### src/soc_map_pkg.sv
package soc_map_pkg;

    // bus address width
    localparam int ADDR_W = 64;

    // on-chip ram window, RAM_WORDS words of 4 bytes
    localparam logic [ADDR_W-1:0] RAM_BASE = 64'h0000_0000_8000_0000;

    // plic window and register offsets inside it
    localparam logic [ADDR_W-1:0] PLIC_BASE          = 64'h0000_0000_0C00_0000;
    localparam logic [ADDR_W-1:0] PLIC_SIZE          = 64'h0000_0000_0040_0000;
    localparam logic [ADDR_W-1:0] PLIC_PENDING       = 64'h0000_0000_0000_1000;
    localparam logic [ADDR_W-1:0] PLIC_ENABLE        = 64'h0000_0000_0000_2000;
    localparam logic [ADDR_W-1:0] PLIC_ENABLE_STRIDE = 64'h0000_0000_0000_0080;
    localparam logic [ADDR_W-1:0] PLIC_THRESHOLD     = 64'h0000_0000_0020_0000;
    localparam logic [ADDR_W-1:0] PLIC_CLAIM         = 64'h0000_0000_0020_0004;
    localparam logic [ADDR_W-1:0] PLIC_CTX_STRIDE    = 64'h0000_0000_0000_1000;

    // machine timer window, registers at clint-style addresses
    localparam logic [ADDR_W-1:0] TIMER_BASE    = 64'h0000_0000_0200_0000;
    localparam logic [ADDR_W-1:0] TIMER_SIZE    = 64'h0000_0000_0001_0000;
    localparam logic [ADDR_W-1:0] MTIMECMP_ADDR = 64'h0000_0000_0200_4000;
    localparam logic [ADDR_W-1:0] MTIME_ADDR    = 64'h0000_0000_0200_BFF8;

    // interrupt priority and source id widths
    localparam int PRIO_W = 3;
    localparam int ID_W   = 5;

    typedef enum logic [1:0] {
        region_none,
        region_ram,
        region_plic,
        region_timer
    } region_e;

endpackage

### src/bus_pkg.sv
package bus_pkg;
    import soc_map_pkg::*;

    localparam int DATA_W = 64;

    // load/store width, funct3 encoding
    // stores look at the low two bits only
    typedef enum logic [2:0] {
        ls_b  = 3'b000,
        ls_h  = 3'b001,
        ls_w  = 3'b010,
        ls_d  = 3'b011,
        ls_bu = 3'b100,
        ls_hu = 3'b101,
        ls_wu = 3'b110
    } ls_type_e;

    // master request, sampled with req_valid
    typedef struct packed {
        logic [ADDR_W-1:0] addr;
        ls_type_e          ls_type;
        logic              write;
        logic [DATA_W-1:0] wdata;
    } bus_req_t;

    // per-target command, strobes one cycle wide
    typedef struct packed {
        logic              rd;
        logic              wr;
        logic [ADDR_W-1:0] offset;
        ls_type_e          ls_type;
        logic [DATA_W-1:0] wdata;
    } tgt_cmd_t;

    typedef struct packed {
        logic              ack;
        logic [DATA_W-1:0] rdata;
    } tgt_rsp_t;

endpackage

### src/mtimer.sv
`timescale 1ns/100ps

module mtimer
    import soc_map_pkg::*;
    import bus_pkg::*;
(
    input  logic     CLOCK_50,
    input  logic     KEY0,
    input  tgt_cmd_t cmd,
    output tgt_rsp_t rsp,
    output logic     mtip
);
    // register offsets inside the timer window
    localparam logic [ADDR_W-1:0] CMP_OFF  = MTIMECMP_ADDR - TIMER_BASE;
    localparam logic [ADDR_W-1:0] TIME_OFF = MTIME_ADDR - TIMER_BASE;

    logic [DATA_W-1:0] mtime;
    logic [DATA_W-1:0] mtimecmp;

    // mtime free-running, mtimecmp starts at max so mtip stays low
    always_ff @(posedge CLOCK_50 or negedge KEY0) begin
        if (!KEY0) begin
            mtime    <= '0;
            mtimecmp <= '1;
        end else begin
            mtime <= mtime + 1'b1;
            if (cmd.wr && cmd.offset == CMP_OFF) begin
                mtimecmp <= cmd.wdata;
            end
        end
    end

    always_comb begin
        rsp.ack   = cmd.rd || cmd.wr;
        rsp.rdata = '0;
        if (cmd.offset == TIME_OFF) begin
            rsp.rdata = mtime;
        end else if (cmd.offset == CMP_OFF) begin
            rsp.rdata = mtimecmp;
        end
    end

    assign mtip = mtime >= mtimecmp;

endmodule

### config.mk
export PLATFORM = sky130hd
export DESIGN_NAME = mtimer
export DESIGN_NICKNAME = d
export VERILOG_FILES = /design/src/soc_map_pkg.sv /design/src/bus_pkg.sv /design/src/mtimer.sv
export SDC_FILE = /design/constraint.sdc
export NUM_CORES = 1
export LEC_CHECK = 0
export ABC_AREA = 1
export BUFFER_PORTS_ARGS = -buffer_cell sky130_fd_sc_hd__buf_2
export CAP_MARGIN = 20
export CORE_MARGIN = 4
export CORE_UTILIZATION = 45
export DETAILED_ROUTE_END_ITERATION = 16
export PLACE_DENSITY = 0.69
export SYNTH_ARGS = -nofsm -noshare
export SYNTH_HDL_FRONTEND = slang
export SYNTH_SLANG_ARGS = --single-unit
export TNS_END_PERCENT = 10
### constraint.sdc
create_clock -name CLOCK_50 -period 2.5 [get_ports CLOCK_50]
set_input_delay 0.375 -clock CLOCK_50 [delete_from_list [all_inputs] [get_ports CLOCK_50]]
set_output_delay 0.375 -clock CLOCK_50 [all_outputs]
set_load 0.01 [all_outputs]
== Word-level counts from Yosys, hierarchy flattened ==
Index checks and enable logic that the tools add are counted.
Word-level totals
  flip-flop bits (word level): 128
  logic and storage cells: 10
  input bits: 135
Operators by class
  reduce and logical (&&, ||, !) cells: 2
  $lt $le $gt $ge: 1
  $add $sub $neg: 1
  equal/unequal tests: 2
  muxes and demuxes: 2
Operator list (count)
  two-way mux 64 bit: 2
  adder 64 x 1 -> 64 bit, second input constant: 1
  equality test 64 x 15 -> 1 bit, second input constant: 1
  equality test 64 x 16 -> 1 bit, second input constant: 1
  >= comparator 64 bit: 1
  logical AND 1 bit: 1
  logical OR 1 bit: 1

== Depth between registers and ports, before layout ==
  depth after elaboration: 3
  depth in mapped cells: 15
  gate-level depth less buffers: 15

== Least setup slack after synthesis ==
OpenSTA, ideal clock, no wires.
  kind: reg2out
  from: register mtimecmp[63]
  to: output mtip
  cell stages (with the launch flop): 11
  setup slack: 590 ps
  data required time: 2125 ps
  arrival: 1535 ps
  cell sequence: dfstp_2 > inv_1 > ha_1 > nand2_1 > nor2_1 > nand4_1 > nor2_1 > nand2_1 > nor2_1 > nand2_1 > nand2_1
On the way
  longest elaborated chain between the ends: 1
Ends and longest elaborated chain
  start: declaration: line mtimer.sv:18  | logic [DATA_W-1:0] mtimecmp;
  start signal: assignment: line mtimer.sv:28  | mtimecmp <= cmd.wdata;
  >= comparator 64 bit: line mtimer.sv:43  | assign mtip = mtime >= mtimecmp;
  end: declaration: line mtimer.sv:11  | output logic mtip
Every way passes these cells.

== Worst setup path after layout ==
  from: register mtimecmp[30]
  to: output mtip
The elaborated chain is that of the path after synthesis.

==> flow_summary_export.csv <==
group,metric,value,unit
outcome,status,"finished, violations left",
outcome,violations,"setup timing",
sta,tightest_slew,0.761,ns
setup_path,start_kind,"flop",
setup_path,rr_worst_depth,6,
sta,min_period_over_period,107,%
logic_synthesis,async_flop_share,100,%
power_and_ir_drop,powerDensity,424,mW/mm^2
clock_network,htree_levels,4,
detailed_routing,first_pass_iters,6,
setup_path,crit_required,2.12,ns
placement,pre_cts_slack,0.124,ns
sta,setup_viol,1,
sta,hold_viol,0,
detailed_routing,via_count,8413,
layout,layout.nets,1651,
global_routing,grt_pass1_vias,8348,
logic_synthesis,synth_commonest_cells,"nand2_1 (308), inv_1 (235), nor2_1 (124), o21ai_0 (72)",
floorplan,core_area,0.0194,sq mm
placement,io_buffers,197,
power_and_ir_drop,total_power,4.65,mW
global_routing,grt_overflow_total,0,
power_and_ir_drop,p_leak,5.10,nW
global_routing,grt_pass1_wl,42100,um
sta,report.final.slew_viol_count,0,
logic_synthesis,ys.flop_type,"dfstp_2",
sta,period_needed,2.67,ns
clock_network,ctsRootBufferMaster,"clkbuf_16",
logic_synthesis,synth_top_area_cell,"dfstp_2",
clock_network,cts_tree,"done",
placement,hpwl,20400,um
detailed_routing,avgViaCountPerCell,4.87,
floorplan,die_y,148,um
logic_synthesis,synth_area_leaders,"dfstp_2 (19%), dfrtp_1 (18%), nand2_1 (13%)",
floorplan,die_area,0.0220,sq mm
floorplan,io_pins,201,
flow_run,maxCapViolCount,0,
setup_path,reg2reg_to,"mtime[49]",
detailed_routing,drtIter0Drc,427,
sta,rsz0062_at_grt,"yes",
setup_path,cp.arrival,2.30,ns
logic_synthesis,seq_area_frac_synth,37.0,%
layout,drive_above_1_share,23.8,%
clock_network,clk_latency,0.43,ns
sta,maxSlewHeadroom,49.2,%
sta,skew,0.00847,ns
floorplan,rows,51,
logic_synthesis,netlist_instances,1241,
sta,max_freq,375,MHz
detailed_routing,ant_nets,0,
setup_path,worst-r2r-setup-slack,0.44,ns
clock_network,cts_made_buffers,17,
global_routing,antenna_found_initial,0,
power_and_ir_drop,ir_drop,348,uV
floorplan,start_util,45.7,%
worst_hold_path,hp-class,"in -> async",
sta,worst_slack,-0.170,ns
setup_path,end_kind,"primary output",
detailed_routing,wire_per_inst,15.1,um
layout,area_delta_synth_final,23.6,%
detailed_routing,drt_drc_violations_left,0,
global_routing,grt_max_degree,129,
placement,gp_congestion,0.952,
logic_synthesis,synth-edff-count,0,
logic_synthesis,synth.most_common_cell,"nand2_1",
logic_synthesis,yosysUniqueCellTypes,33,
setup_path,critPathKind,"reg -> out",
logic_synthesis,syn_area_per_cell,7.15,sq um
logic_synthesis,ys_ff_latch,128,
logic_synthesis,synth_area,0.00887,sq mm
clock_network,clkTransAtPathRegs,0.05,ns
floorplan,die_w,148,um
clock_network,cts_hold_buf,0,
clock_network,cts_buffer_depth,2,
layout,antenna_cells,0,
logic_synthesis,ys_warn_count,0,
sta,hold-worst-slack,0.00230,ns
global_routing,grt.total_usage,24.3,%
detailed_routing,drt-total-wl,26000,um
logic_synthesis,synth_nets,1441,
setup_path,path_max_fanout,3,
clock_network,cts.sinks,128,
setup_path,r2r-start,"mtime[15]",
logic_synthesis,yosysTopAreaCellShare,19.0,%
==> state kept, by name (all words and copies together) (netlist names) <==
register and flops:
mtimecmp 64, mtime 64
==> stage by stage <==
| step | TNS (ns) | std cells | utilization, % | cell area, sq um |
|---|---|---|---|---|
| final | -0.170 | 1729 | 56.5 | 11000 |
| after global routing | -0.292 | 1729 | 56.5 | 11000 |
| after CTS | -0.220 | 1728 | 56.1 | 10900 |
| after global placement | 0 | 1693 | 52.7 | 10200 |
| after detailed placement | 0 | 1693 | 52.7 | 10200 |
| after floorplan | 0 | 1241 | - | 8870 |
==> per-layer routing <==
layer | wire length (um) | track usage, %
met2 | 12400 | 40.7
met3 | 1360 | 4.33
met4 | 552 | 7.71
met5 | 0 | 0
met1 | 11700 | 32.2
==> worst max-delay path: stages, from the launching register on <==
cell and delay, ns:
dfstp_2 0.55, inv_2 0.05, ha_4 0.25, nand4_1 0.19, nor3_2 0.24, and3_1 0.18
nand2_1 0.06, nand2_2 0.10, nand2_1 0.06, nand2_1 0.07, buf_2 0.13
==> power breakdown <==
group          switching, mW  internal (mW)  total (mW)
combinational         0.0968         0.0912       0.188
clock                  0.907           1.47        2.38
sequential                 0           2.08        2.08
==> layout by cell type, fill, tap and decap left out, types with 5 or more instances in the layout <==
cell type / instances
nand2_1: 305
inv_1: 230
buf_2: 196
nor2_1: 120
o21ai_0: 71
o21ai_1: 66
dfrtp_1: 64
dfstp_2: 64
ha_1: 57
xor2_1: 54
nand3_1: 42
nor3_1: 34
a21oi_1: 26
nand4_1: 24
clkbuf_16: 18
buf_4: 17
ha_4: 8
nor2_2: 6
clkbuf_1: 6
inv_2: 5
buf_12: 5
==> cell families after synthesis <==
kind of cell             after synthesis  synth area share, %
AND/OR/NAND/NOR                      560                 26.7
buffers and inverters                262                 11.9
AO/OA/AOI/OAI                        172                 9.91
flip-flops                           128                 37.0
adder cells (fa/ha/maj)               65                 9.17
XOR/XNOR                              54                 5.33
==> timing repair <==
item                       CTS  global route
hold endpoints to repair     0             0
pin swaps                   11            14
setup buffers                3             1
setup endpoints to repair    1             1
resized for setup           16            12
==> area by class of cell <==
type | instances | area, sq um
inverter | 235 | 882
clock inverter | 6 | 56.3
tap | 265 | 332
sequential | 128 | 3280
timing repair buffer | 218 | 1210
multi-input combinational | 851 | 4700
clock buffer | 26 | 500
fill | 1916 | 8440
==> worst max-delay path by stage <==
stage / slack (ns) / cells after the start / from / end
6_report: -0.17 / 10 / mtimecmp[30] / mtip
5_1_grt: -0.29 / 11 / mtimecmp[63] / mtip
4_1_cts: -0.22 / 11 / mtimecmp[63] / mtip
3_5_place_dp: 0.12 / 11 / mtimecmp[63] / mtip
3_3_place_gp: 0.16 / 11 / mtimecmp[63] / mtip
2_1_floorplan: 0.59 / 10 / mtimecmp[63] / mtip
No activity file was read; power rests on OpenSTA's default activity.
