--- src/soc_map_pkg.sv ---
package soc_map_pkg;

    // bus address width
    localparam int ADDR_W = 64;

    // on-chip ram window, RAM_WORDS words of 4 bytes
    localparam logic [ADDR_W-1:0] RAM_BASE = 64'h0000_0000_8000_0000;

    // plic window and register offsets inside it
    localparam logic [ADDR_W-1:0] PLIC_BASE          = 64'h0000_0000_0C00_0000;
    localparam logic [ADDR_W-1:0] PLIC_SIZE          = 64'h0000_0000_0040_0000;
    localparam logic [ADDR_W-1:0] PLIC_PENDING       = 64'h0000_0000_0000_1000;
    localparam logic [ADDR_W-1:0] PLIC_ENABLE        = 64'h0000_0000_0000_2000;
    localparam logic [ADDR_W-1:0] PLIC_ENABLE_STRIDE = 64'h0000_0000_0000_0080;
    localparam logic [ADDR_W-1:0] PLIC_THRESHOLD     = 64'h0000_0000_0020_0000;
    localparam logic [ADDR_W-1:0] PLIC_CLAIM         = 64'h0000_0000_0020_0004;
    localparam logic [ADDR_W-1:0] PLIC_CTX_STRIDE    = 64'h0000_0000_0000_1000;

    // machine timer window, registers at clint-style addresses
    localparam logic [ADDR_W-1:0] TIMER_BASE    = 64'h0000_0000_0200_0000;
    localparam logic [ADDR_W-1:0] TIMER_SIZE    = 64'h0000_0000_0001_0000;
    localparam logic [ADDR_W-1:0] MTIMECMP_ADDR = 64'h0000_0000_0200_4000;
    localparam logic [ADDR_W-1:0] MTIME_ADDR    = 64'h0000_0000_0200_BFF8;

    // interrupt priority and source id widths
    localparam int PRIO_W = 3;
    localparam int ID_W   = 5;

    typedef enum logic [1:0] {
        region_none,
        region_ram,
        region_plic,
        region_timer
    } region_e;

endpackage

--- src/bus_pkg.sv ---
package bus_pkg;
    import soc_map_pkg::*;

    localparam int DATA_W = 64;

    // load/store width, funct3 encoding
    // stores look at the low two bits only
    typedef enum logic [2:0] {
        ls_b  = 3'b000,
        ls_h  = 3'b001,
        ls_w  = 3'b010,
        ls_d  = 3'b011,
        ls_bu = 3'b100,
        ls_hu = 3'b101,
        ls_wu = 3'b110
    } ls_type_e;

    // master request, sampled with req_valid
    typedef struct packed {
        logic [ADDR_W-1:0] addr;
        ls_type_e          ls_type;
        logic              write;
        logic [DATA_W-1:0] wdata;
    } bus_req_t;

    // per-target command, strobes one cycle wide
    typedef struct packed {
        logic              rd;
        logic              wr;
        logic [ADDR_W-1:0] offset;
        ls_type_e          ls_type;
        logic [DATA_W-1:0] wdata;
    } tgt_cmd_t;

    typedef struct packed {
        logic              ack;
        logic [DATA_W-1:0] rdata;
    } tgt_rsp_t;

endpackage

--- src/bus_sequencer.sv ---
`timescale 1ns/100ps

module bus_sequencer
    import soc_map_pkg::*;
    import bus_pkg::*;
(
    input  logic              CLOCK_50,
    input  logic              KEY0,
    input  logic              req_valid,
    input  bus_req_t          req,
    input  region_e           region,
    input  logic [ADDR_W-1:0] offset,
    output tgt_cmd_t          ram_cmd,
    output tgt_cmd_t          plic_cmd,
    output tgt_cmd_t          timer_cmd,
    input  tgt_rsp_t          ram_rsp,
    input  tgt_rsp_t          plic_rsp,
    input  tgt_rsp_t          timer_rsp,
    output logic [ADDR_W-1:0] cur_addr,
    output logic              done,
    output logic [DATA_W-1:0] rdata
);
    bus_req_t          req_q;
    region_e           sel_q;
    logic              issue;
    logic              rd_q;
    logic              wr_q;
    logic              busy;
    tgt_cmd_t          base_cmd;
    logic              tgt_ack;
    logic [DATA_W-1:0] tgt_data;

    // captured request, held until the next one
    always_ff @(posedge CLOCK_50) begin
        if (req_valid && done) begin
            req_q <= req;
        end
    end

    assign cur_addr = req_q.addr;

    // edge 0 takes the request, edge 1 fires the strobe
    always_ff @(posedge CLOCK_50 or negedge KEY0) begin
        if (!KEY0) begin
            done  <= 1'b1;
            issue <= 1'b0;
            rd_q  <= 1'b0;
            wr_q  <= 1'b0;
            busy  <= 1'b0;
            sel_q <= region_none;
            rdata <= '0;
        end else begin
            issue <= req_valid && done;
            rd_q  <= issue && !req_q.write;
            wr_q  <= issue && req_q.write;
            if (req_valid && done) begin
                done <= 1'b0;
            end
            // region is settled by now, lock the target in
            if (issue) begin
                sel_q <= region;
                busy  <= 1'b1;
            end
            if (busy && tgt_ack) begin
                busy <= 1'b0;
                done <= 1'b1;
                if (!req_q.write) begin
                    rdata <= tgt_data;
                end
            end
        end
    end

    // same payload to every target, strobes only to the selected one
    always_comb begin
        base_cmd.rd      = 1'b0;
        base_cmd.wr      = 1'b0;
        base_cmd.offset  = offset;
        base_cmd.ls_type = req_q.ls_type;
        base_cmd.wdata   = req_q.wdata;
        ram_cmd          = base_cmd;
        plic_cmd         = base_cmd;
        timer_cmd        = base_cmd;
        ram_cmd.rd       = rd_q && sel_q == region_ram;
        ram_cmd.wr       = wr_q && sel_q == region_ram;
        plic_cmd.rd      = rd_q && sel_q == region_plic;
        plic_cmd.wr      = wr_q && sel_q == region_plic;
        timer_cmd.rd     = rd_q && sel_q == region_timer;
        timer_cmd.wr     = wr_q && sel_q == region_timer;
    end

    // response select
    // unmapped completes by itself with zero data
    always_comb begin
        case (sel_q)
            region_ram: begin
                tgt_ack  = ram_rsp.ack;
                tgt_data = ram_rsp.rdata;
            end
            region_plic: begin
                tgt_ack  = plic_rsp.ack;
                tgt_data = plic_rsp.rdata;
            end
            region_timer: begin
                tgt_ack  = timer_rsp.ack;
                tgt_data = timer_rsp.rdata;
            end
            default: begin
                tgt_ack  = 1'b1;
                tgt_data = '0;
            end
        endcase
    end

endmodule

--- config.mk ---
export PLATFORM = sky130hd
export DESIGN_NAME = bus_sequencer
export DESIGN_NICKNAME = d
export VERILOG_FILES = /design/src/soc_map_pkg.sv /design/src/bus_pkg.sv /design/src/bus_sequencer.sv
export SDC_FILE = /design/constraint.sdc
export NUM_CORES = 1
export LEC_CHECK = 0
export ABC_AREA = 1
export BUFFER_PORTS_ARGS = -buffer_cell sky130_fd_sc_hd__clkbuf_2
export CAP_MARGIN = 20
export CORE_AREA = 5 5 361 363
export CTS_CLUSTER_DIAMETER = 100
export CTS_CLUSTER_SIZE = 24
export DETAILED_ROUTE_END_ITERATION = 6
export DIE_AREA = 0 0 366 368
export PLACE_DENSITY_LB_ADDON = 0.25
export SLEW_MARGIN = 20
export SYNTH_ARGS = -nofsm -noshare
export SYNTH_HDL_FRONTEND = slang
export SYNTH_SLANG_ARGS = --single-unit
export TNS_END_PERCENT = 100
--- constraint.sdc ---
create_clock -name CLOCK_50 -period 3.95 [get_ports CLOCK_50]
set_clock_uncertainty 0.1 [all_clocks]
set_input_delay 0.395 -clock CLOCK_50 [delete_from_list [all_inputs] [get_ports CLOCK_50]]
set_output_delay 0.395 -clock CLOCK_50 [all_outputs]
set_load 0.1 [all_outputs]
Word level (Yosys, flattened, before mapping):

Index checks and enable logic that the tools add are counted.

* output and inout bits: 528
* flip-flop bits (word level): 203
* input bits: 396
* logic and storage cells: 35

* muxes and demuxes: 6
* equality and inequality tests: 3
* reductions and logical operators: 14
* bitwise operators: 1

Operators by type and width (number)
* case mux 64 bit (3 select lines): 1
* logical AND 1 bit: 10
* equality test 2 bit, second input constant: 2
* two-way mux 1 bit: 4
* nonzero test 2 bit: 2
* case mux 1 bit (3 select lines): 1
* equality test 2 x 1 -> 1 bit, second input constant: 1
* AND reduction 2 bit: 1
* logical NOT 1 bit: 1
* inverter 1 bit: 1

Logic depth before layout (Yosys ltp):

* word-level depth: 4
* depth in mapped cells: 8
* mapped depth without buffers: 7

Worst setup path after synthesis:

OpenSTA, ideal clock, no wires.

* path kind: register to register
* start: register done
* end: register req_q, in the netlist cur_addr[0] (enable)
* setup slack: -0.161 ns
* data arrival time: 3.526 ns
* period minus slack after synthesis: 4.111 ns
* path buffers: 0
* library setup time: 0.485 ns
* stages on the path, launching flop included: 3
* required time: 3.365 ns
* path through: dfstp_2 nand2_1 inv_1

* longest elaborated chain between the ends: 1

RTL lines
* start, declared: RTL line bus_sequencer.sv:20 `output logic done,`
* start signal, assigned: RTL line bus_sequencer.sv:45 `done <= 1'b1;`
* start signal, assigned: RTL line bus_sequencer.sv:57 `done <= 1'b0;`
* start signal, assigned: RTL line bus_sequencer.sv:66 `done <= 1'b1;`
* logical AND 1 bit: RTL line bus_sequencer.sv:35 `if (req_valid && done) begin`
* end signal, assigned: RTL line bus_sequencer.sv:36 `req_q <= req;`
* end, declared: RTL line bus_sequencer.sv:23 `bus_req_t req_q;`

No other way between the ends.
A chain may end at the register's enable or synchronous reset.

==> summary.md <==
| Metric | Value |
|---|---|
| Final Max Tran Viols | `0` |
| Fmax | `313 MHz` |
| Most area-consuming cells after synthesis | `edfxtp_1, buf_4, dfrtp_1, nand3_1, nand2_1` |
| Chip width | `366 µm` |
| CP required | `3450 ps` |
| Async set-reset flop share out of synthesis | `0.350` |
| Vias in the first global route | `9812` |
| Metal2 WL | `24.3 mm` |
| Syn avg cell area | `9.85 µm²` |
| CP peak stage delay | `710 ps` |
| Total Power | `14.1 mW` |
| CP Max Fanout | `52` |
| FF+latch count, synth | `203` |
| TritonCTS Buffers | `17` |
| Wire per inst | `17.1 µm` |
| Post-Route M1 WL | `22.7 mm` |
| Setup TNS | `0 ps` |
| VDD IR max | `0.000404 V` |
| Post-Syn Nets | `1610` |
| Largest net degree at the start of global routing | `83` |
| Final RePlAce weighted congestion | `0.816` |
| Number of distinct library cells after synthesis | `18` |
| Core box area | `127000 µm²` |
| # DRC | `0` |
| Critical Path Start Type | `flop` |
| Largest area contributor in the netlist | `edfxtp_1` |
| Synth top cells by count | `buf_4, nand3_1, nand2_1` |
| H-tree Lvls | `1` |
| Antenna Nets Post-Route | `0` |
| Post-CTS Setup Bufs | `0` |
| Worst-skew pair later-pin latency | `550 ps` |
| Synthesized instance count | `1214` |
| Min cycle time layout | `3190 ps` |
| Critical path arrival | `2700 ps` |
| Detail Placement HPWL | `44.9 mm` |
| CP max-delay cell | `dfrtp_4` |
| Crit. End Element | `output pin` |
| Power Dens Cells | `905 nW/µm²` |
| Leakage | `6.97 nW` |
| WS Path Type | `reg -> out` |
| Period utilization | `0.809` |
| Chip height | `368 µm` |
| DIE AREA | `135000 µm²` |
| Io pins | `924` |
| CTS Buffer Depth | `3` |
| Yosys Warn Count | `0` |
| RSZ-0062 raised after global routing | `false` |
| Clock root buffer master | `clkbuf_16` |
| TritonCTS clock tree | `yes` |
| Post-synth EDFFs | `132` |
| Congestion Overflow GR | `0` |
| GRT Overall Usage | `0.0766` |
| Status | `finished, final reports clean` |
| Sequential fraction of the synthesis area | `0.480` |
| Num Clock Sinks | `203` |
| Clock-pin slew on the worst setup and hold paths | `90 ps` |
| Share of cells above drive strength 1 | `0.471` |
| Worst min-delay path class | `in -> reg` |
| First-pass DRT Iterations | `4` |
| Global-route wire length before repair | `75.5 mm` |
| Initial antenna violation count | `6` |
| Count leader, synth | `buf_4` |
| Post-Synthesis Cell Area | `12000 µm²` |
| Initial core utilization | `0.0944` |
| # setup viols final | `0` |
| Via Count | `9298` |
| Met3 WL post-DR | `6.38 mm` |
| Port bufs | `667` |
| Slew Limit Headroom | `0.397` |
| Area grow syn2layout | `30.3%` |
| Iteration-0 DRC Markers | `472` |
| Routed WL | `54.7 mm` |
| # rows | `131` |
| Top Metal Used | `met5` |
| MaxCap Viol Count | `0` |
| Fin. Hold Viols | `0` |
| Top-area cell type share of the netlist area | `0.332` |
| Most used DFF post-synth | `edfxtp_1` |
| Cell Chain, Critical Path | `inv_2, buf_4, nand2_1, nor2_1, clkbuf_2` |
| Final net count | `1921` |
| Worst Tran Pin Value | `905 ps` |
| Vias per cell | `2.91` |
==> placed cells by master, fill, tap and decap left out, drive strengths merged <==
cell type	n
nand3	259
edfxtp	132
clkinvlp	2
dlygate4sd3	136
buf	18
inv	18
o21ai	3
nor2	7
nand4	64
dfrtp	70
diode	1
dfstp	1
nand2	139
clkinv	3
clkbuf	683
o21a	1
==> area by class of cell <==
| cell class | count | area (µm²) |
|---|---|---|
| clock buffers | 17 | 425 |
| fillers | 14600 | 111000 |
| flip-flops and latches | 203 | 5750 |
| inverters | 10 | 41.3 |
| multi-input cells | 473 | 2280 |
| well taps | 1662 | 2080 |
| diodes | 1 | 2.50 |
| clock inverters | 13 | 151 |
| repair buffers | 820 | 4840 |
==> per-stage QoR <==
stage	hold slack, ps	utilization	area [µm²]	cells	setup WS (ps)
2_1_floorplan	-0.591	-	12000	1214	801
3_3_place_gp	365	0.108	13600	3032	1190
3_5_place_dp	369	0.108	13600	3032	1170
4_1_cts	57.6	0.123	15600	3198	671
5_1_grt	101	0.123	15600	3198	604
6_report	122	0.123	15600	3199	756
==> metal layers <==
metal / track usage / up-vias
met4: 0.0190 / 4
met2: 0.119 / 626
li1: - / 4281
met1: 0.0938 / 4350
met3: 0.0390 / 37
met5: 0.00783 / -
==> critical path, delay by kind of cell, from the launching register on <==
| family | cells | cell delay (ps) |
|---|---|---|
| buffers and inverters | 3 | 1060 |
| flip-flops | 1 | 710 |
| AND/OR/NAND/NOR | 2 | 360 |
==> registers in the layout, indices dropped and copies added, names as in the netlist <==
name,flops
busy,1
cur_addr,64
done,1
issue,1
plic_cmd,67
rd_q,1
rdata,64
req_q,1
sel_q,2
wr_q,1
==> kinds of logic after synthesis <==
logic type,after synthesis,synth area share
buffers and inverters,538,0.329
AND/OR/NAND/NOR,469,0.189
flip-flops,203,0.480
AO/OA/AOI/OAI,4,0.00188
==> power breakdown <==
group	switching, mW	internal (mW)	total, mW
logic	7.51	1.20	8.71
clock network	1.01	0.861	1.87
registers	0.587	2.92	3.51
==> worst paths after layout <==
path / end / slack [ps] / from / cells past startpoint
max in group asynchronous: rdata[24] / 2610 / KEY0 / 3
hold reg to reg: rd_q / 380 / req_q[64] / 1
setup / recovery: ram_cmd[132] / 760 / sel_q[1] / 5
min in group asynchronous: rdata[10] / 370 / KEY0 / 2
hold / removal: rdata[23] / 120 / ram_rsp[23] / 5
setup reg to reg: rdata[13] / 1190 / sel_q[0] / 6
==> what timing repair did <==
action,in CTS,in global routing
hold buffers,136,0
resized for setup,0,0
hold endpoints to repair,189,0
Power figures use the tool's default switching activity.
