`src/soc_map_pkg.sv`:
```
package soc_map_pkg;

    // bus address width
    localparam int ADDR_W = 64;

    // on-chip ram window, RAM_WORDS words of 4 bytes
    localparam logic [ADDR_W-1:0] RAM_BASE = 64'h0000_0000_8000_0000;

    // plic window and register offsets inside it
    localparam logic [ADDR_W-1:0] PLIC_BASE          = 64'h0000_0000_0C00_0000;
    localparam logic [ADDR_W-1:0] PLIC_SIZE          = 64'h0000_0000_0040_0000;
    localparam logic [ADDR_W-1:0] PLIC_PENDING       = 64'h0000_0000_0000_1000;
    localparam logic [ADDR_W-1:0] PLIC_ENABLE        = 64'h0000_0000_0000_2000;
    localparam logic [ADDR_W-1:0] PLIC_ENABLE_STRIDE = 64'h0000_0000_0000_0080;
    localparam logic [ADDR_W-1:0] PLIC_THRESHOLD     = 64'h0000_0000_0020_0000;
    localparam logic [ADDR_W-1:0] PLIC_CLAIM         = 64'h0000_0000_0020_0004;
    localparam logic [ADDR_W-1:0] PLIC_CTX_STRIDE    = 64'h0000_0000_0000_1000;

    // machine timer window, registers at clint-style addresses
    localparam logic [ADDR_W-1:0] TIMER_BASE    = 64'h0000_0000_0200_0000;
    localparam logic [ADDR_W-1:0] TIMER_SIZE    = 64'h0000_0000_0001_0000;
    localparam logic [ADDR_W-1:0] MTIMECMP_ADDR = 64'h0000_0000_0200_4000;
    localparam logic [ADDR_W-1:0] MTIME_ADDR    = 64'h0000_0000_0200_BFF8;

    // interrupt priority and source id widths
    localparam int PRIO_W = 3;
    localparam int ID_W   = 5;

    typedef enum logic [1:0] {
        region_none,
        region_ram,
        region_plic,
        region_timer
    } region_e;

endpackage

```
`src/bus_pkg.sv`:
```
package bus_pkg;
    import soc_map_pkg::*;

    localparam int DATA_W = 64;

    // load/store width, funct3 encoding
    // stores look at the low two bits only
    typedef enum logic [2:0] {
        ls_b  = 3'b000,
        ls_h  = 3'b001,
        ls_w  = 3'b010,
        ls_d  = 3'b011,
        ls_bu = 3'b100,
        ls_hu = 3'b101,
        ls_wu = 3'b110
    } ls_type_e;

    // master request, sampled with req_valid
    typedef struct packed {
        logic [ADDR_W-1:0] addr;
        ls_type_e          ls_type;
        logic              write;
        logic [DATA_W-1:0] wdata;
    } bus_req_t;

    // per-target command, strobes one cycle wide
    typedef struct packed {
        logic              rd;
        logic              wr;
        logic [ADDR_W-1:0] offset;
        ls_type_e          ls_type;
        logic [DATA_W-1:0] wdata;
    } tgt_cmd_t;

    typedef struct packed {
        logic              ack;
        logic [DATA_W-1:0] rdata;
    } tgt_rsp_t;

endpackage

```
`src/plic.sv`:
```
`timescale 1ns/100ps

module plic
    import soc_map_pkg::*;
    import bus_pkg::*;
#(
    parameter int PLIC_SOURCES = 5
) (
    input  logic                  CLOCK_50,
    input  logic                  KEY0,
    input  tgt_cmd_t              cmd,
    output tgt_rsp_t              rsp,
    input  logic [PLIC_SOURCES:1] irq_src,
    output logic                  meip,
    output logic                  seip
);
    logic [PLIC_SOURCES:1][PRIO_W-1:0] prio;
    logic [PLIC_SOURCES:1]             pending;
    logic [PLIC_SOURCES:1]             irq_q;
    logic [PLIC_SOURCES:1]             clr_mask;
    logic [1:0][PLIC_SOURCES:1]        enable;
    logic [1:0][PRIO_W-1:0]            threshold;
    logic [1:0][ID_W-1:0]              claim_id;
    logic [1:0]                        hit_en;
    logic [1:0]                        hit_th;
    logic [1:0]                        hit_cl;

    // context 0 is M-mode, context 1 is S-mode
    for (genvar ctx = 0; ctx < 2; ctx++) begin : g_ctx
        assign hit_en[ctx] = cmd.offset == PLIC_ENABLE + ctx * PLIC_ENABLE_STRIDE;
        assign hit_th[ctx] = cmd.offset == PLIC_THRESHOLD + ctx * PLIC_CTX_STRIDE;
        assign hit_cl[ctx] = cmd.offset == PLIC_CLAIM + ctx * PLIC_CTX_STRIDE;

        plic_target #(
            .PLIC_SOURCES(PLIC_SOURCES)
        ) u_target (
            .pending    (pending),
            .enable     (enable[ctx]),
            .priorities (prio),
            .threshold  (threshold[ctx]),
            .claim_id   (claim_id[ctx])
        );
    end

    // claim read drops the claimed source
    always_comb begin
        clr_mask = '0;
        for (int ctx = 0; ctx < 2; ctx++) begin
            for (int id = 1; id <= PLIC_SOURCES; id++) begin
                if (cmd.rd && hit_cl[ctx] && claim_id[ctx] == ID_W'(id)) begin
                    clr_mask[id] = 1'b1;
                end
            end
        end
    end

    // register read, bit 0 of pending and enable is id 0
    always_comb begin
        rsp.ack   = cmd.rd || cmd.wr;
        rsp.rdata = '0;
        for (int id = 1; id <= PLIC_SOURCES; id++) begin
            if (cmd.offset == ADDR_W'(4 * id)) begin
                rsp.rdata[PRIO_W-1:0] = prio[id];
            end
        end
        if (cmd.offset == PLIC_PENDING) begin
            rsp.rdata[PLIC_SOURCES:0] = {pending, 1'b0};
        end
        for (int ctx = 0; ctx < 2; ctx++) begin
            if (hit_en[ctx]) begin
                rsp.rdata[PLIC_SOURCES:0] = {enable[ctx], 1'b0};
            end
            if (hit_th[ctx]) begin
                rsp.rdata[PRIO_W-1:0] = threshold[ctx];
            end
            if (hit_cl[ctx]) begin
                rsp.rdata[ID_W-1:0] = claim_id[ctx];
            end
        end
    end

    always_ff @(posedge CLOCK_50 or negedge KEY0) begin
        if (!KEY0) begin
            prio      <= '0;
            pending   <= '0;
            irq_q     <= '0;
            enable    <= '0;
            threshold <= '0;
            meip      <= 1'b0;
            seip      <= 1'b0;
        end else begin
            // edge gateway, a new edge wins over a claim
            irq_q   <= irq_src;
            pending <= (pending & ~clr_mask) | (irq_src & ~irq_q);
            meip    <= claim_id[0] != '0;
            seip    <= claim_id[1] != '0;
            // claim writes fall through untouched
            if (cmd.wr) begin
                for (int id = 1; id <= PLIC_SOURCES; id++) begin
                    if (cmd.offset == ADDR_W'(4 * id)) begin
                        prio[id] <= cmd.wdata[PRIO_W-1:0];
                    end
                end
                for (int ctx = 0; ctx < 2; ctx++) begin
                    if (hit_en[ctx]) begin
                        enable[ctx] <= cmd.wdata[PLIC_SOURCES:1];
                    end
                    if (hit_th[ctx]) begin
                        threshold[ctx] <= cmd.wdata[PRIO_W-1:0];
                    end
                end
            end
        end
    end

endmodule

```
`src/plic_target.sv`:
```
`timescale 1ns/100ps

module plic_target
    import soc_map_pkg::*;
#(
    parameter int PLIC_SOURCES = 5
) (
    input  logic [PLIC_SOURCES:1]             pending,
    input  logic [PLIC_SOURCES:1]             enable,
    input  logic [PLIC_SOURCES:1][PRIO_W-1:0] priorities,
    input  logic [PRIO_W-1:0]                 threshold,
    output logic [ID_W-1:0]                   claim_id
);
    // running best priority, starts at the threshold
    logic [PRIO_W-1:0] best;

    // strict compare keeps the lowest id on a tie
    always_comb begin
        best     = threshold;
        claim_id = '0;
        for (int id = 1; id <= PLIC_SOURCES; id++) begin
            if (pending[id] && enable[id] && priorities[id] > best) begin
                best     = priorities[id];
                claim_id = ID_W'(id);
            end
        end
    end

endmodule

```
`config.mk`:
```
export PLATFORM = sky130hd
export DESIGN_NAME = plic
export DESIGN_NICKNAME = d
export VERILOG_FILES = /design/src/soc_map_pkg.sv /design/src/bus_pkg.sv /design/src/plic.sv /design/src/plic_target.sv
export SDC_FILE = /design/constraint.sdc
export NUM_CORES = 1
export LEC_CHECK = 0
export ABC_CLOCK_PERIOD_IN_PS = 8200
export BUFFER_PORTS_ARGS = -buffer_cell sky130_fd_sc_hd__buf_2
export CAP_MARGIN = 30
export CORE_MARGIN = 3
export CORE_UTILIZATION = 47
export CTS_CLUSTER_DIAMETER = 200
export CTS_CLUSTER_SIZE = 14
export DETAILED_ROUTE_END_ITERATION = 16
export PLACE_DENSITY = 0.82
export SLEW_MARGIN = 20
export SYNTH_ARGS = -nofsm -noshare
export SYNTH_HDL_FRONTEND = slang
export SYNTH_HIERARCHICAL = 1
export SYNTH_SLANG_ARGS = --single-unit
```
`constraint.sdc`:
```
create_clock -name CLOCK_50 -period 8.2 [get_ports CLOCK_50]
set_clock_uncertainty 0.2 [all_clocks]
set_input_delay 0 -clock CLOCK_50 [delete_from_list [all_inputs] [get_ports CLOCK_50]]
set_output_delay 0 -clock CLOCK_50 [all_outputs]
set_load 0.01 [all_outputs]
```
# --- Word level (Yosys, flattened, before mapping) ---
# Cells that the tools add are included.
classes:
  order_cmp: 10
  eq_ne: 22
  muxes: 40
  n_bitwise: 5
  n_reduce_logical: 44
ops:
  columns: ["op", "count"]
  rows:
  - ["64-bit by 22-bit == test with 1-bit output (second input constant)", 4]
  - ["64-bit by 14-bit == test with 1-bit output (second input constant)", 2]
  - ["64-bit by 4-bit == test with 1-bit output (second input constant)", 2]
  - ["64-bit by 5-bit == test with 1-bit output (second input constant)", 2]
  - ["64-bit by 13-bit == test with 1-bit output (second input constant)", 1]
  - ["64-bit by 3-bit == test with 1-bit output (second input constant)", 1]
  - ["3-bit 2-to-1 mux", 19]
  - ["1-bit logical AND", 32]
  - ["3-bit greater-than comparator", 10]
  - ["5-bit by 2-bit == test with 1-bit output (second input constant)", 4]
  - ["5-bit by 3-bit == test with 1-bit output (second input constant)", 4]
  - ["6-bit 2-to-1 mux", 3]
  - ["2-bit AND reduction", 9]
  - ["1-bit 2-to-1 mux", 12]
  - ["5-bit bitwise AND", 2]
  - ["5-bit by 1-bit == test with 1-bit output (second input constant)", 2]
  - ["5-bit 2-to-1 mux", 2]
  - ["5-bit NOT", 2]
  - ["5-bit nonzero test", 2]
  - ["2-bit 2-to-1 mux", 4]
  - ["5-bit bitwise OR", 1]
  - ["1-bit logical OR", 1]
totals:
  register_bits: 43
  input_bits: 140
  out_inout_bits: 67

# --- Logic depth before layout (Yosys ltp) ---
logic_depth:
  word_depth: 22
  depth_mapped: 35

# --- Cells and area by module ---
# Netlist, hierarchy kept.
modules_own_cells:
  columns: ["mod", "instances", "cells_each", "area_each_um2"]
  rows:
  - ["plic", 1, 299, 2941.6]
  - ["plic_target", 2, 82, 599.3]

# --- Worst setup path after synthesis ---
# No wires, ideal clock.
synth_path:
  path_kind: "register -> register"
  start: "register prio[2] in the netlist's numbering"
  end: "register pending[2] in the netlist's numbering"
  setup_ns: 0.127
  arrival_time_ns: 6.679
  required_time_ns: 7.873
  path_slack_ns: 1.194
  path_stages_with_launch: 33
  n_path_buf: 0
  period_less_slack_ns: 7.006
  path_cell_list: "dfrtp_1 -> ha_1 -> nor2_1 -> a31oi_1 -> nand2_1 -> o21ai_0 -> ha_1 -> nor3b_1 -> a31o_1 -> o21ai_0 -> or2_2 -> a32o_1 -> ha_1 -> nor3_1 -> maj3_1 -> and3_1 -> a31oi_1 -> mux2_4 -> ha_1 -> nor2b_1 -> o21a_1 -> o2111ai_1 -> a21o_1 -> ha_1 -> nor2b_1 -> o21a_1 -> o2111ai_1 -> nand2_1 -> a21oi_1 -> nand4b_1 -> or3_1 -> o211ai_1 -> o21ai_1"
synth_rtl:
  columns: ["item", "line_no", "rtl"]
  rows:
  - ["start: declaration", "plic.sv:17", "logic [PLIC_SOURCES:1][PRIO_W-1:0] prio;"]
  - ["start signal: indexed assignment", "plic.sv:101", "prio[id] <= cmd.wdata[PRIO_W-1:0];"]
  - ["end signal: assignment", "plic.sv:94", "pending <= (pending & ~clr_mask) | (irq_src & ~irq_q);"]
  - ["end: declaration", "plic.sv:18", "logic [PLIC_SOURCES:1] pending;"]

==> flow_metrics.tcl <==
set metrics [dict create \
    die-area_sq_um 9971 \
    path_delay_family "compound AO/OA/AOI/OAI gates" \
    area_delta_synth_final_pct 16.26 \
    worst_pin_slew_ns 0.8992 \
    tns_ns 0 \
    clockRootBuffer "clkbuf_8" \
    routed_wl_mm 11.24 \
    initial_core_util 0.4940 \
    synth_warnings 6 \
    num_rows 33 \
    grt_pass1_vias 3745 \
    boundaryPins 207 \
    nets 732 \
    yosysSeqAreaShare 0.2599 \
    stdcell_area_sq_um 4813 \
    outcome "complete, no violations" \
    hold_path.startpoint "cmd[72]" \
    hold_depth 4 \
    hpwl_mm 8.861 \
    die_h_microns 99.86 \
    power.density_nw_per_um2 90.63 \
    grt_usage 0.2230 \
    multi_input_area_sq_um 2760 \
    regArea_sq_um 1079 \
    cts_tree "yes" \
    via_count 3911 \
    r2r_slack_ns 0.53 \
    grt_max_degree 44 \
    fin_cells 675 \
    cp.buffers_inverters 2 \
    timing.rr.end "pending[2]" \
    cts_made_buffers 5 \
    synth_common_cells "buf_4 (62), dfrtp_1 (43), nor2_1 (35)" \
    crit_type "reg -> out" \
    drtAntennaViolNets 0 \
    arrival_ns 7.54 \
    synth_top_flop_cell "dfrtp_1" \
    hold_viol_final 0 \
    gp_congestion 0.9795 \
    hold_ws_ns 0.05735 \
    n_antenna_cell 0 \
    clockBufferDepth 2 \
    die_w_microns 99.86 \
    placed_area_sq_um 4457 \
    synth_async_sr_flop_share 1.000 \
    drive_above_1_share 0.2544 \
    firstDrtPassIters 5 \
    avgSynthCellArea_sq_um 8.942 \
    setup_viol 0 \
    wl_per_cell_microns 16.65 \
    start_kind "flop" \
    min_period_ns 7.742 \
    yosysTopAreaCell "dfrtp_1" \
    antenna_found_initial 0 \
    synth-edff-count 0 \
    peakVddDrop_mv 0.09120 \
    ys_top_cells_by_area "dfrtp_1 (26%), buf_4 (11%), mux2_1 (7.1%)" \
    dpl.cell_count 650 \
    core_sq_um 8382 \
    synthDominantCellAreaShare 0.2599 \
    reg2reg_depth 33 \
    crit_path_max_fanout 5 \
    via_per_inst 5.794 \
    synth-seq-cells 43 \
    grt_pass1_wl_mm 17.96 \
    critPathSlowestCell "dfrtp_1" \
    max_freq_ghz 0.1292 \
    drt_first_iter_violations 248 \
    period_share 0.9441 \
    drc 0 \
    crit_required_ns 8.00 \
    end_kind "output port" \
    synthCells 463 \
    syn_area_sq_um 4140 \
    min_path_type "in -> reg" \
    fillers 731 \
    cts_sinks 43 \
    reg2reg_from "prio[1]" \
    portBuffers 87 \
    cts_htree_levels 2 \
    gr-total-overflow 0 \
    slew_violations 0 \
    relSlewSlack 0.3950 \
    critPathMaxStageDelay_ns 0.40 \
    ys_types 68 \
    cp_common_cell "ha_1" \
    yosysMostFrequentCell "buf_4" \
    drv_cap 0 \
    p_leak_nw 2.269 \
    clock_latency_ns 0.29 \
    worstHoldEndpoint "prio[1]" \
    path_clk_slew_ns 0.08 \
]
## worst max path at each step
stage / from / end / cells past startpoint
floorplan: prio[2] / pending[2] / 32
global placement: prio[2] / pending[3] / 31
detailed placement: prio[2] / pending[3] / 31
CTS: prio[2] / rsp[2] / 31
global route: threshold[1] / rsp[0] / 34
finish: threshold[1] / rsp[0] / 33
## through the flow
| stage | power (mW) | util | setup slack, ns |
|---|---|---|---|
| global route | 0.4535 | 0.5743 | -0.02019 |
| CTS | 0.4334 | 0.5611 | 0.09650 |
| detailed placement | 0.2688 | 0.5317 | 0.2755 |
| finish | 0.4362 | 0.5743 | 0.4584 |
| global placement | 0.2678 | 0.5317 | 0.4881 |
| floorplan | 0.2610 | - | 1.194 |
## flip-flops by register name (all words and copies together), names as in the netlist
signal     flops
meip           1
pending        5
prio          15
seip           1
irq_q          5
threshold      6
enable        10
## metal layers
| layer | share of wire | global-route usage | vias up |
|---|---|---|---|
| li1 | - | - | 1819 |
| met3 | 0.076 | 0.02363 | 22 |
| met5 | 0 | 0 | - |
| met1 | 0.41 | 0.2910 | 1853 |
| met4 | 0.027 | 0.07563 | 0 |
| met2 | 0.49 | 0.3843 | 217 |
## cell type report
type	count	share of cell area
Timing Repair Buffer	106	0.1305
Clock inverter	2	0.007798
Multi-Input combinational cell	385	0.5734
Clock buffer	5	0.01430
Inverter	29	0.02261
Sequential cell	43	0.2241
Tap cell	105	0.02729
## cells by family (layout without fill, tap and decap cells)
| group | count (synthesis) | after routing | share of synthesized area |
|---|---|---|---|
| other | 3 | 62 | 0.002720 |
| AND/OR/NAND/NOR | 164 | 164 | 0.2363 |
| buffers and inverters | 94 | 142 | 0.1420 |
| multiplexers | 40 | 40 | 0.1115 |
| AO/OA/AOI/OAI | 93 | 93 | 0.1707 |
| adder cells (fa/ha/maj) | 26 | 26 | 0.07676 |
| flip-flops | 43 | 43 | 0.2599 |
## report_power, final
group | internal [mW] | switching [mW] | leakage [nW]
clock network | 0.0891 | 0.0744 | 0.0502
registers | 0.214 | 0.000469 | 0.553
logic | 0.0232 | 0.0355 | 1.67
## worst register-to-register path: cells and delay by family, from the launching register on
family	cells	cell delay, ns
compound gates	14	2.71
fa+ha+maj	6	1.74
simple gates	12	2.07
mux	1	0.35
flops	1	0.49
## cell usage in the layout (no fill, tap or decap), types with 6 or more instances in the layout
cell and count:
nor2b_1 8, nand2_1 20, nand3_1 22, nor2_1 35, and3_1 8, dlygate4sd3_1 15, dfrtp_1 41, a21oi_1 10
o21ai_0 9, nand4_1 9, o22ai_1 10, and2_1 9, conb_1 62, ha_1 22, nor4_1 14, buf_2 87
o21ai_1 6, mux2_2 7, mux2_1 26, inv_1 29
## timing repair
action / in CTS / in global routing
hold buffers: 14 / 1
gates resized for setup: 0 / 14
buffers inserted: 0 / 2
hold endpoints to repair: 84 / 8
endpoints found under the setup margin: 0 / 9
(Power assumes the default switching activity.)
