`src/soc_map_pkg.sv`:
```
package soc_map_pkg;

    // bus address width
    localparam int ADDR_W = 64;

    // on-chip ram window, RAM_WORDS words of 4 bytes
    localparam logic [ADDR_W-1:0] RAM_BASE = 64'h0000_0000_8000_0000;

    // plic window and register offsets inside it
    localparam logic [ADDR_W-1:0] PLIC_BASE          = 64'h0000_0000_0C00_0000;
    localparam logic [ADDR_W-1:0] PLIC_SIZE          = 64'h0000_0000_0040_0000;
    localparam logic [ADDR_W-1:0] PLIC_PENDING       = 64'h0000_0000_0000_1000;
    localparam logic [ADDR_W-1:0] PLIC_ENABLE        = 64'h0000_0000_0000_2000;
    localparam logic [ADDR_W-1:0] PLIC_ENABLE_STRIDE = 64'h0000_0000_0000_0080;
    localparam logic [ADDR_W-1:0] PLIC_THRESHOLD     = 64'h0000_0000_0020_0000;
    localparam logic [ADDR_W-1:0] PLIC_CLAIM         = 64'h0000_0000_0020_0004;
    localparam logic [ADDR_W-1:0] PLIC_CTX_STRIDE    = 64'h0000_0000_0000_1000;

    // machine timer window, registers at clint-style addresses
    localparam logic [ADDR_W-1:0] TIMER_BASE    = 64'h0000_0000_0200_0000;
    localparam logic [ADDR_W-1:0] TIMER_SIZE    = 64'h0000_0000_0001_0000;
    localparam logic [ADDR_W-1:0] MTIMECMP_ADDR = 64'h0000_0000_0200_4000;
    localparam logic [ADDR_W-1:0] MTIME_ADDR    = 64'h0000_0000_0200_BFF8;

    // interrupt priority and source id widths
    localparam int PRIO_W = 3;
    localparam int ID_W   = 5;

    typedef enum logic [1:0] {
        region_none,
        region_ram,
        region_plic,
        region_timer
    } region_e;

endpackage

```
`src/addr_decoder.sv`:
```
`timescale 1ns/100ps

module addr_decoder
    import soc_map_pkg::*;
#(
    parameter int RAM_WORDS = 1024
) (
    input  logic [ADDR_W-1:0] addr,
    output region_e           region,
    output logic [ADDR_W-1:0] offset
);
    // ram window size in bytes
    localparam logic [ADDR_W-1:0] RAM_SIZE = ADDR_W'(RAM_WORDS * 4);

    always_comb begin
        region = region_none;
        offset = '0;
        if (addr >= RAM_BASE && addr < RAM_BASE + RAM_SIZE) begin
            region = region_ram;
            offset = addr - RAM_BASE;
        end else if (addr >= PLIC_BASE && addr < PLIC_BASE + PLIC_SIZE) begin
            region = region_plic;
            offset = addr - PLIC_BASE;
        end else if (addr >= TIMER_BASE && addr < TIMER_BASE + TIMER_SIZE) begin
            region = region_timer;
            offset = addr - TIMER_BASE;
        end
    end

endmodule

```
`config.mk`:
```
export PLATFORM = sky130hd
export DESIGN_NAME = addr_decoder
export DESIGN_NICKNAME = d
export VERILOG_FILES = /design/src/soc_map_pkg.sv /design/src/addr_decoder.sv
export SDC_FILE = /design/constraint.sdc
export NUM_CORES = 1
export LEC_CHECK = 0
export ABC_AREA = 1
export BUFFER_PORTS_ARGS = -buffer_cell sky130_fd_sc_hd__clkbuf_2
export CAP_MARGIN = 0
export CELL_PAD_IN_SITES_DETAIL_PLACEMENT = 1
export CELL_PAD_IN_SITES_GLOBAL_PLACEMENT = 1
export CORE_AREA = 5 5 89 91
export DETAILED_ROUTE_END_ITERATION = 10
export DIE_AREA = 0 0 94 96
export MAX_ROUTING_LAYER = met4
export PLACE_DENSITY = 0.76
export RECOVER_POWER = 100
export SLEW_MARGIN = 20
export SYNTH_ARGS = -nofsm -noshare
export SYNTH_HDL_FRONTEND = slang
export SYNTH_SLANG_ARGS = --single-unit
```
`constraint.sdc`:
```
create_clock -name vclk -period 2.4
set_input_delay 0.6 -clock vclk [all_inputs]
set_output_delay 0.6 -clock vclk [all_outputs]
set_load 0.02 [all_outputs]
```
# --- After elaboration in Yosys (flattened, before gate mapping) ---
# Index checks and enable logic that the tools add are counted.
totals:
  register_bits: 0
  input_bits: 64
  out_inout_bits: 66
  word_cells: 18
classes:
  n_addsub: 3
  n_lt_le_gt_ge: 6
  muxes: 6
  reduce_logical: 3
ops:
  columns: ["cell", "count"]
  rows:
  - ["$mux 64", 3]
  - ["$ge 64x26->1 const B", 1]
  - ["$ge 64x28->1 const B", 1]
  - ["$ge 64x32->1 const B", 1]
  - ["$lt 64x26->1 const B", 1]
  - ["$lt 64x28->1 const B", 1]
  - ["$lt 64x32->1 const B", 1]
  - ["$sub 64x26->64 const B", 1]
  - ["$sub 64x28->64 const B", 1]
  - ["$sub 64x32->64 const B", 1]
  - ["$mux 2", 3]
  - ["$logic_and 1x1->1", 3]

# --- Logic depth before layout (Yosys ltp) ---
# Gate-level depths: netlist of run 1.
logic_depth:
  ltp_word: 5
  ltp_mapped: 13

# --- Least setup slack after synthesis of run 1 ---
# OpenSTA, ideal clock, no wires.
synth_path:
  kind: "input-to-output"
  startpoint: "input port addr[31]"
  endpoint: "output port offset[29]"
  t_arrival_ns: 2.051
  required_time_ns: 1.800
  slack_ns: -0.251
  stages: 11
  path_buffers: 1
  path_cell_list: "inv_1 -> ha_1 -> nand2_1 -> nor2_1 -> nand2_1 -> nor2_1 -> nand2_1 -> nand2_1 -> nand2_2 -> buf_6 -> o21ai_0"
synth_between:
  elab_chain_cells: 5
  elab_cells_between_ends: 12
  classes_between: "order compare (6); mux (3); reduce/logical (3)"
synth_lines:
  columns: ["element", "line_no", "source"]
  rows:
  - ["start, declared", "addr_decoder.sv:8", "input logic [ADDR_W-1:0] addr,"]
  - ["$ge 64x26->1 / $lt 64x26->1 (equally long branches)", "addr_decoder.sv:24", "end else if (addr >= TIMER_BASE && addr < TIMER_BASE + TIMER_SIZE) begin"]
  - ["$logic_and 1x1->1", "addr_decoder.sv:24", null]
  - ["$mux 64", "addr_decoder.sv:24", null]
  - ["$mux 64", "addr_decoder.sv:21", "end else if (addr >= PLIC_BASE && addr < PLIC_BASE + PLIC_SIZE) begin"]
  - ["$mux 64 *", "addr_decoder.sv:18", "if (addr >= RAM_BASE && addr < RAM_BASE + RAM_SIZE) begin"]
  - ["end, declared", "addr_decoder.sv:10", "output logic [ADDR_W-1:0] offset"]
# Mark *: on every way between the ends. The rest lies on a longest branch, timed or not.

# --- Final worst setup path of run 1 ---
layout_path:
  startpoint: "input port addr[63]"
  endpoint: "output port offset[51]"
# The elaborated chain is that of the path after synthesis.

==> metrics.txt, run 1 <==
Die Ht=96 um; PwrDens=65.2 nW/um^2; first-pass GRT wire length=~11000 um; Syn-to-layout area delta=225%; number of global-route vias before repair=about 2500; Critical Path Source=addr[63]; global-route usage over all layers=~15%; ANT cells=0; crit path capture type=output port; hpwl dp=about 5500 um; Detailed Routing Iterations Pass 1=4; commonest cells after routing, fill and taps aside=clkbuf_2, buf_8, nor2_1; register area share after synthesis=0%; Slew Viols, Final=0; Register Area=0 sq um; violated checks=negative setup slack; via count=2357; width of the chip=94 um; routability cong.=0.798; full die area=9020 sq um; Power, Total=0.258 mW; outcome=complete, but fails checks; # rows=31; drt wl/cell=roughly 16 um; setup_tns=-24250 ps; # port buffers=about 130; CTS Hold Bufs=0; RSZ-0062 raised after global routing=yes; required time worst endpoint=approximately 1800 ps; final-report hold violation count=0; worst hold path type=primary input to output port; area of the multi-input gates=1590 sq um; total global routing overflow=0; Worst Hold Path Cells=4; YS warnings=0; layout cells sized above 1=75.4%; final number of setup-violating endpoints=63; # IOs=130; setup ws final=-451 ps; Cells after Synth=267; maximum vdd ir drop=60.0 uV; Seq cells=0; synthesized cell area=1220 sq um; dpl ws=-605 ps; leak pwr=between 2 and 2.5 nW; Max Cap Viol=0; Setup crit end=offset[51]; final wirelength=8650 um; largest net degree at the start of global routing=17; commonest non-fill, non-tap cell in the layout=clkbuf_2; Worst Hold Margin=1520 ps; FILL cells=between 800 and 900; DRT antenna net count=0; fmax=0.351 GHz; Initial Util=17.2%; crit-path max FO=8; Arrival @ worst endpoint=2250 ps; startpoint types=primary input; DR iter-0 viols=25; critical path type=primary input to output port; Vias/cell=4.31; post-synth cell types=25; clock buffer count=0; fin crit period=2850 ps; initial antenna violation count=0; residual DRC count=0; average size of a mapped cell=4.56 sq um; Final period util=119%; Total Nets Final=approximately 520; Core Footprint=7060 sq um
## cells by family (layout without fill, tap and decap cells)
family                   count (synthesis)  count (layout)  share of synthesized area, %
buffers and inverters                   63             242                          22.1
AO/OA/AOI/OAI                           10              10                          4.32
AND/OR/NAND/NOR                        181             181                          63.0
multiplexers                             1               1                         0.822
adder cells (fa/ha/maj)                  5               5                          5.14
XOR/XNOR                                 6               6                          4.32
other                                    1               3                         0.308
## per-layer routing
metal | track usage, % | wire, um | vias to the layer above
li1 | - | - | 1146
met1 | 15.7 | 3160 | 1095
met2 | 32.3 | 4720 | 102
met3 | 1.95 | 547 | 14
met4 | 0.602 | 216 | 0
met5 | - | 0 | -
## worst min path at each step
stage | startpoint | endpoint | slack, ps
floorplan | addr[10] | offset[10] | 1310
global placement | addr[1] | offset[1] | 1520
detailed placement | addr[4] | offset[4] | 1520
CTS | addr[8] | offset[8] | 1520
global route | addr[7] | offset[7] | 1530
finish | addr[18] | offset[18] | 1520
## synthesized netlist by cell type
library cell	instances	share of area, %
a21oi_1	2	0.82
buf_2	2	0.82
buf_4	4	2.5
buf_6	2	1.8
conb_1	1	0.31
ha_1	5	5.1
inv_1	52	16
inv_2	3	0.92
mux2i_1	1	0.82
nand2_1	79	24
nand2_2	1	0.51
nand3_1	11	4.5
nand3_2	2	1.6
nand3_4	1	1.4
nand3b_1	1	0.62
nand4_1	2	1.0
nor2_1	76	23
nor2_2	5	2.6
nor2b_4	1	1.1
nor3_1	1	0.41
nor3_4	1	1.3
o211ai_1	1	0.62
o21ai_0	7	2.9
xnor2_1	4	2.9
xor2_1	2	1.4
## where the power goes
group / switching (mW) / total (mW) / internal, mW
registers: 0 / 0 / 0
logic: 0.133 / 0.258 / 0.125
clock network: 0 / 0 / 0
total: 0.133 / 0.258 / 0.125
## layout make-up
cell class                      count  share of cell area (%)
Multi-Input combinational cell    206                    40.3
Timing Repair Buffer              186                    47.9
Tap cell                           99                    3.13
Timing Repair inverter              1                   0.221
Inverter                           55                    8.44
## through the flow
step	std cells	area [sq um]	util (%)
after detailed placement	530	2510	35.6
after floorplan	269	1480	-
after global placement	530	2510	35.6
after CTS	537	3180	45.0
after global routing	547	3960	56.0
final	547	3960	56.0
## worst max-delay path: stages
cell and delay (ps):
clkbuf_2 100, nor2_1 110, nand2_1 80, nor2_2 150
nand2_2 80, nor2_4 150, nor2b_4 260, buf_4 160
nand3_4 110, nand2_8 130, clkinv_8 100, nand2_4 100
buf_8 110
## timing repair
| action | 4_1_cts | 5_1_grt |
|---|---|---|
| cloned | 3 | 2 |
| buffers inserted | 4 | 10 |
| endpoints found under the setup margin | 63 | 63 |
| gates resized for setup | 140 | 270 |
| pin swaps | 16 | 57 |
(Power assumes the default switching activity.)
==> run 2, diff against run 1 <==
--- a/config.mk
+++ b/config.mk
@@ -10,11 +10,11 @@
 export CAP_MARGIN = 0
 export CELL_PAD_IN_SITES_DETAIL_PLACEMENT = 1
 export CELL_PAD_IN_SITES_GLOBAL_PLACEMENT = 1
-export CORE_AREA = 5 5 89 91
+export CORE_AREA = 5 5 81 83
 export DETAILED_ROUTE_END_ITERATION = 10
-export DIE_AREA = 0 0 94 96
+export DIE_AREA = 0 0 86 88
 export MAX_ROUTING_LAYER = met4
-export PLACE_DENSITY = 0.76
+export PLACE_DENSITY = 0.87
 export RECOVER_POWER = 100
 export SLEW_MARGIN = 20
 export SYNTH_ARGS = -nofsm -noshare
==> constraint.sdc (replaced) <==
create_clock -name vclk -period 3.55
set_input_delay 0.8875 -clock vclk [all_inputs]
set_output_delay 0.8875 -clock vclk [all_outputs]
set_load 0.02 [all_outputs]
==> run 2 against run 1 <==
Net effect:
- the run now ends clean
- wire length fell by 35%
- critical path type unchanged
- largest cell class is now multi-input combinational cells
- total power fell by 60%
- largest power group unchanged
- via count fell by 14%
==> metrics.txt, run 2 (synthesized netlist as in run 1, its figures left out) <==
outcome=finished clean; width of the chip=roughly 86 um; # port buffers=127; Slew Viols, Final=0; PwrDens=roughly 50 nW/um^2; largest net degree at the start of global routing=18; final wirelength=5650 um; commonest non-fill, non-tap cell in the layout=clkbuf_2; # rows=28; CP max stage delay=approximately 290 ps; global-route usage over all layers=13.9%; initial antenna violation count=0; Seq cells=0; layout cells sized above 1=38.9%; ANT cells=0; total global routing overflow=0; Initial Util=21.1%; required time worst endpoint=approximately 2700 ps; number of global-route vias before repair=2066; via count=slightly above 2000; drt wl/cell=11.9 um; Total Nets Final=between 400 and 500; clock buffer count=0; hpwl dp=5100 um; Arrival @ worst endpoint=2510 ps; leak pwr=1.52 nW; DR iter-0 viols=57; final number of setup-violating endpoints=0; crit path capture type=output port; commonest cells after routing, fill and taps aside=clkbuf_2, nand2_1, nor2_1; residual DRC count=0; maximum vdd ir drop=27.4 uV; routability cong.=0.869; Crit path top cell by count=nand2_1; Core Footprint=5780 sq um; Crit-path slowest cell=xnor2_2; fin crit period=3400 ps; critical path type=primary input to output port; Die Ht=88 um; CP cell instances=clkbuf_2 -> inv_1 -> buf_4 -> ha_2 -> nand2_1 -> nor3_2 -> nand3_1 -> xnor2_2 -> nand3_2 -> nand2_1 -> buf_2; startpoint types=primary input; Syn-to-layout area delta=68.7%; full die area=7570 sq um; Worst Hold Margin=2090 ps; post-route cell area=2050 sq um; Register Area=0 sq um; first-pass GRT wire length=8690 um; Max Cap Viol=0; Final period util=95.7%; # IOs=130; worst hold path type=primary input to output port; Detailed Routing Iterations Pass 1=4; Post-DP Area=1990 sq um; setup_tns=0 ps; crit-path max FO=8; DRT antenna net count=0; Vias/cell=4.27; final-report hold violation count=0; fmax=0.294 GHz
-- run 2: cell types whose count changed in the layout (fill, tap and decap cells not counted), sizes merged --
cell / delta
inv: +17
clkinv: -18
buf: -119
nand3: +1
clkbuf: +72
-- run 2: layout make-up --
class / instances / area (sq um)
inverters: 55 / 206
fillers: 864 / 3730
multi-input cells: 207 / 1010
repair buffers: 139 / 747
well taps: 75 / 93.8
-- run 2: final timing paths --
path              startpoint          to  slack (ps)  cells past startpoint
setup / recovery    addr[26]  offset[55]         150                     11
hold / removal      addr[21]  offset[21]        2090                      4
-- run 2: timing repair --
item,4_1_cts,5_1_grt
setup buffers,0,1
gates resized for setup,0,15
hold buffers,0,0
endpoints found under the setup margin,0,42
hold endpoints to repair,0,0
-- run 2: worst max-delay path: cells and delay by family --
kind,cells,cell delay [ps]
buf+inv,4,460
simple gates,5,680
xor+xnor,1,290
fa+ha+maj,1,180
-- run 2: per-stage QoR --
step	util, %	power, mW	setup WS (ps)	instances
after detailed placement	34.4	0.101	79.4	474
after global routing	35.5	0.116	-26.5	476
after global placement	34.4	0.0974	153	474
after floorplan	-	0.0431	324	269
after CTS	34.4	0.102	85.9	474
final	35.5	0.102	152	476
-- run 2: routing by layer --
metal	GRT usage, %	vias to the layer above	routed length [um]
li1	-	1045	-
met1	14.7	920	2220
met2	28.7	67	3050
met3	1.41	2	361
met4	0.432	0	16
met5	-	-	0
-- run 2: report_power, final --
part	total, mW	switching, mW	internal, mW
Sequential	0	0	0
Combinational	0.102	0.0553	0.0469
Clock	0	0	0
==> run 3, diff against run 2 <==
--- a/config.mk
+++ b/config.mk
@@ -10,9 +10,9 @@
 export CAP_MARGIN = 0
 export CELL_PAD_IN_SITES_DETAIL_PLACEMENT = 1
 export CELL_PAD_IN_SITES_GLOBAL_PLACEMENT = 1
-export CORE_AREA = 5 5 81 83
+export CORE_AREA = 2 2 78 80
 export DETAILED_ROUTE_END_ITERATION = 10
-export DIE_AREA = 0 0 86 88
+export DIE_AREA = 0 0 80 82
 export MAX_ROUTING_LAYER = met4
 export PLACE_DENSITY = 0.87
 export RECOVER_POWER = 100
==> run 3 against run 2 <==
Net effect:
- setup slack got worse by 39 ps
- sequential share of layout area unchanged
- core utilization increased by 1.0 points
- combinational power about the same
- fmax decreased by 1.1%
- first-iteration DRC count decreased by 46%
- worst hold slack got worse by 3.9 ps
- critical path depth unchanged
- global-route usage increased by 0.43 points
- total power increased by 0.28%
- sequential cell count unchanged
- largest power group unchanged
==> metrics.txt, run 3 (synthesized netlist as in run 1, its figures left out) <==
total global routing overflow=0; commonest cells after routing, fill and taps aside=clkbuf_2, nor2_1, nand2_1; Die Ht=82 um; RSZ-0062 raised after global routing=yes; crit path capture type=output port; final wirelength=between 5000 and 6000 um; Final period util=between 90% and 100%; outcome=finished clean; required time worst endpoint=2660 ps; largest net degree at the start of global routing=18; Critical Path Source=addr[26]; # IOs=130; worst hold start=addr[20]; fmax=~0.29 GHz; residual DRC count=0; Crit path top cell by count=nand2_1; fin crit period=3440 ps; global-route usage over all layers=between 10% and 20%; initial antenna violation count=0; layout cells sized above 1=40.8%; # rows=28; post-route cell area=2100 sq um; Max Cap Viol=0; Slew Viols, Final=0; Core Footprint=between 5000 and 6000 sq um; drt wl/cell=between 10 and 15 um; CP cell instances=clkbuf_2 -> inv_2 -> ha_2 -> nand2_1 -> nor3_2 -> nand3_1 -> xnor2_2 -> buf_4 -> nand3_4 -> nand2_1 -> buf_2; number of global-route vias before repair=1844; commonest non-fill, non-tap cell in the layout=clkbuf_2; CTS Hold Bufs=0; maximum vdd ir drop=33.0 uV; via count=2044; crit-path max FO=8; FILL cells=about 850; first-pass GRT wire length=7810 um; ANT cells=0; Detailed Routing Iterations Pass 1=4; Total Nets Final=473; routability cong.=~0.86; # port buffers=127; Buf+Inv Stages, Crit Path=4; hpwl dp=4480 um; Register Area=0 sq um; Syn-to-layout area delta=72.5%; Final Non-Filler Cells=approximately 480; worst hold path type=primary input to output port; CP max stage delay=~240 ps; Crit-path slowest cell=xnor2_2; leak pwr=1.53 nW; width of the chip=80 um; Arrival @ worst endpoint=roughly 2600 ps; final-report hold violation count=0; full die area=around 6600 sq um; Initial Util=21.2%; delay-heaviest family, CP=simple AND/OR/NAND/NOR gates; Seq cells=0; DR iter-0 viols=31; critical path type=primary input to output port; Post-DP Area=1910 sq um; DRT antenna net count=0; startpoint types=primary input; clock buffer count=0; Vias/cell=4.29; PwrDens=48.8 nW/um^2; placed cells=465; final number of setup-violating endpoints=0
run 3: path summary, 6_finish.rpt:
check / endpoint / slack (ps) / cells after the start
worst max-delay path: offset[43] / 110 / 11
worst min-delay path: offset[20] / 2080 / 4
run 3: cell type report:
class | instances | area, sq um | area share (%)
Multi-Input combinational cell | 208 | 1030 | 49.2
Timing Repair inverter | 1 | 7.51 | 0.358
Inverter | 55 | 210 | 10.0
Tap cell | 75 | 93.8 | 4.47
Timing Repair Buffer | 138 | 754 | 35.9
run 3: worst min-delay path, stage by stage:
cell,delay [ps]
clkbuf_2,90
inv_1,40
nor2_1,40
clkbuf_2,140
run 3: repair_timing:
action	CTS	global route
endpoints found under the setup margin	16	39
resized for setup	4	38
setup buffers	1	8
pin swaps	0	7
cloned	1	2
run 3: layer usage:
layer	part of all wire [%]	vias to the layer above	track usage, %
met3	7.8	2	1.43
met2	52	73	29.2
met4	0.15	0	0.169
li1	-	1052	-
met1	40	917	15.8
met5	0	-	-
run 3: stage by stage:
step | setup WS [ps] | total power, mW | util (%) | hold slack (ps) | TNS [ps]
3_3_place_gp | 47.5 | 0.0941 | 33.2 | 2080 | 0
6_report | 114 | 0.103 | 36.5 | 2080 | 0
5_1_grt | -22.4 | 0.117 | 36.5 | 2100 | -64.5
3_5_place_dp | -55.6 | 0.0977 | 33.2 | 2090 | -493
4_1_cts | 27.3 | 0.0982 | 33.6 | 2090 | 0
2_1_floorplan | 324 | 0.0431 | - | 1890 | 0
run 3: report_power, final:
part           switching [mW]  leakage (nW)  total, mW  internal (mW)
Sequential                  0             0          0              0
Combinational          0.0559          1.53      0.103         0.0466
Clock                       0             0          0              0
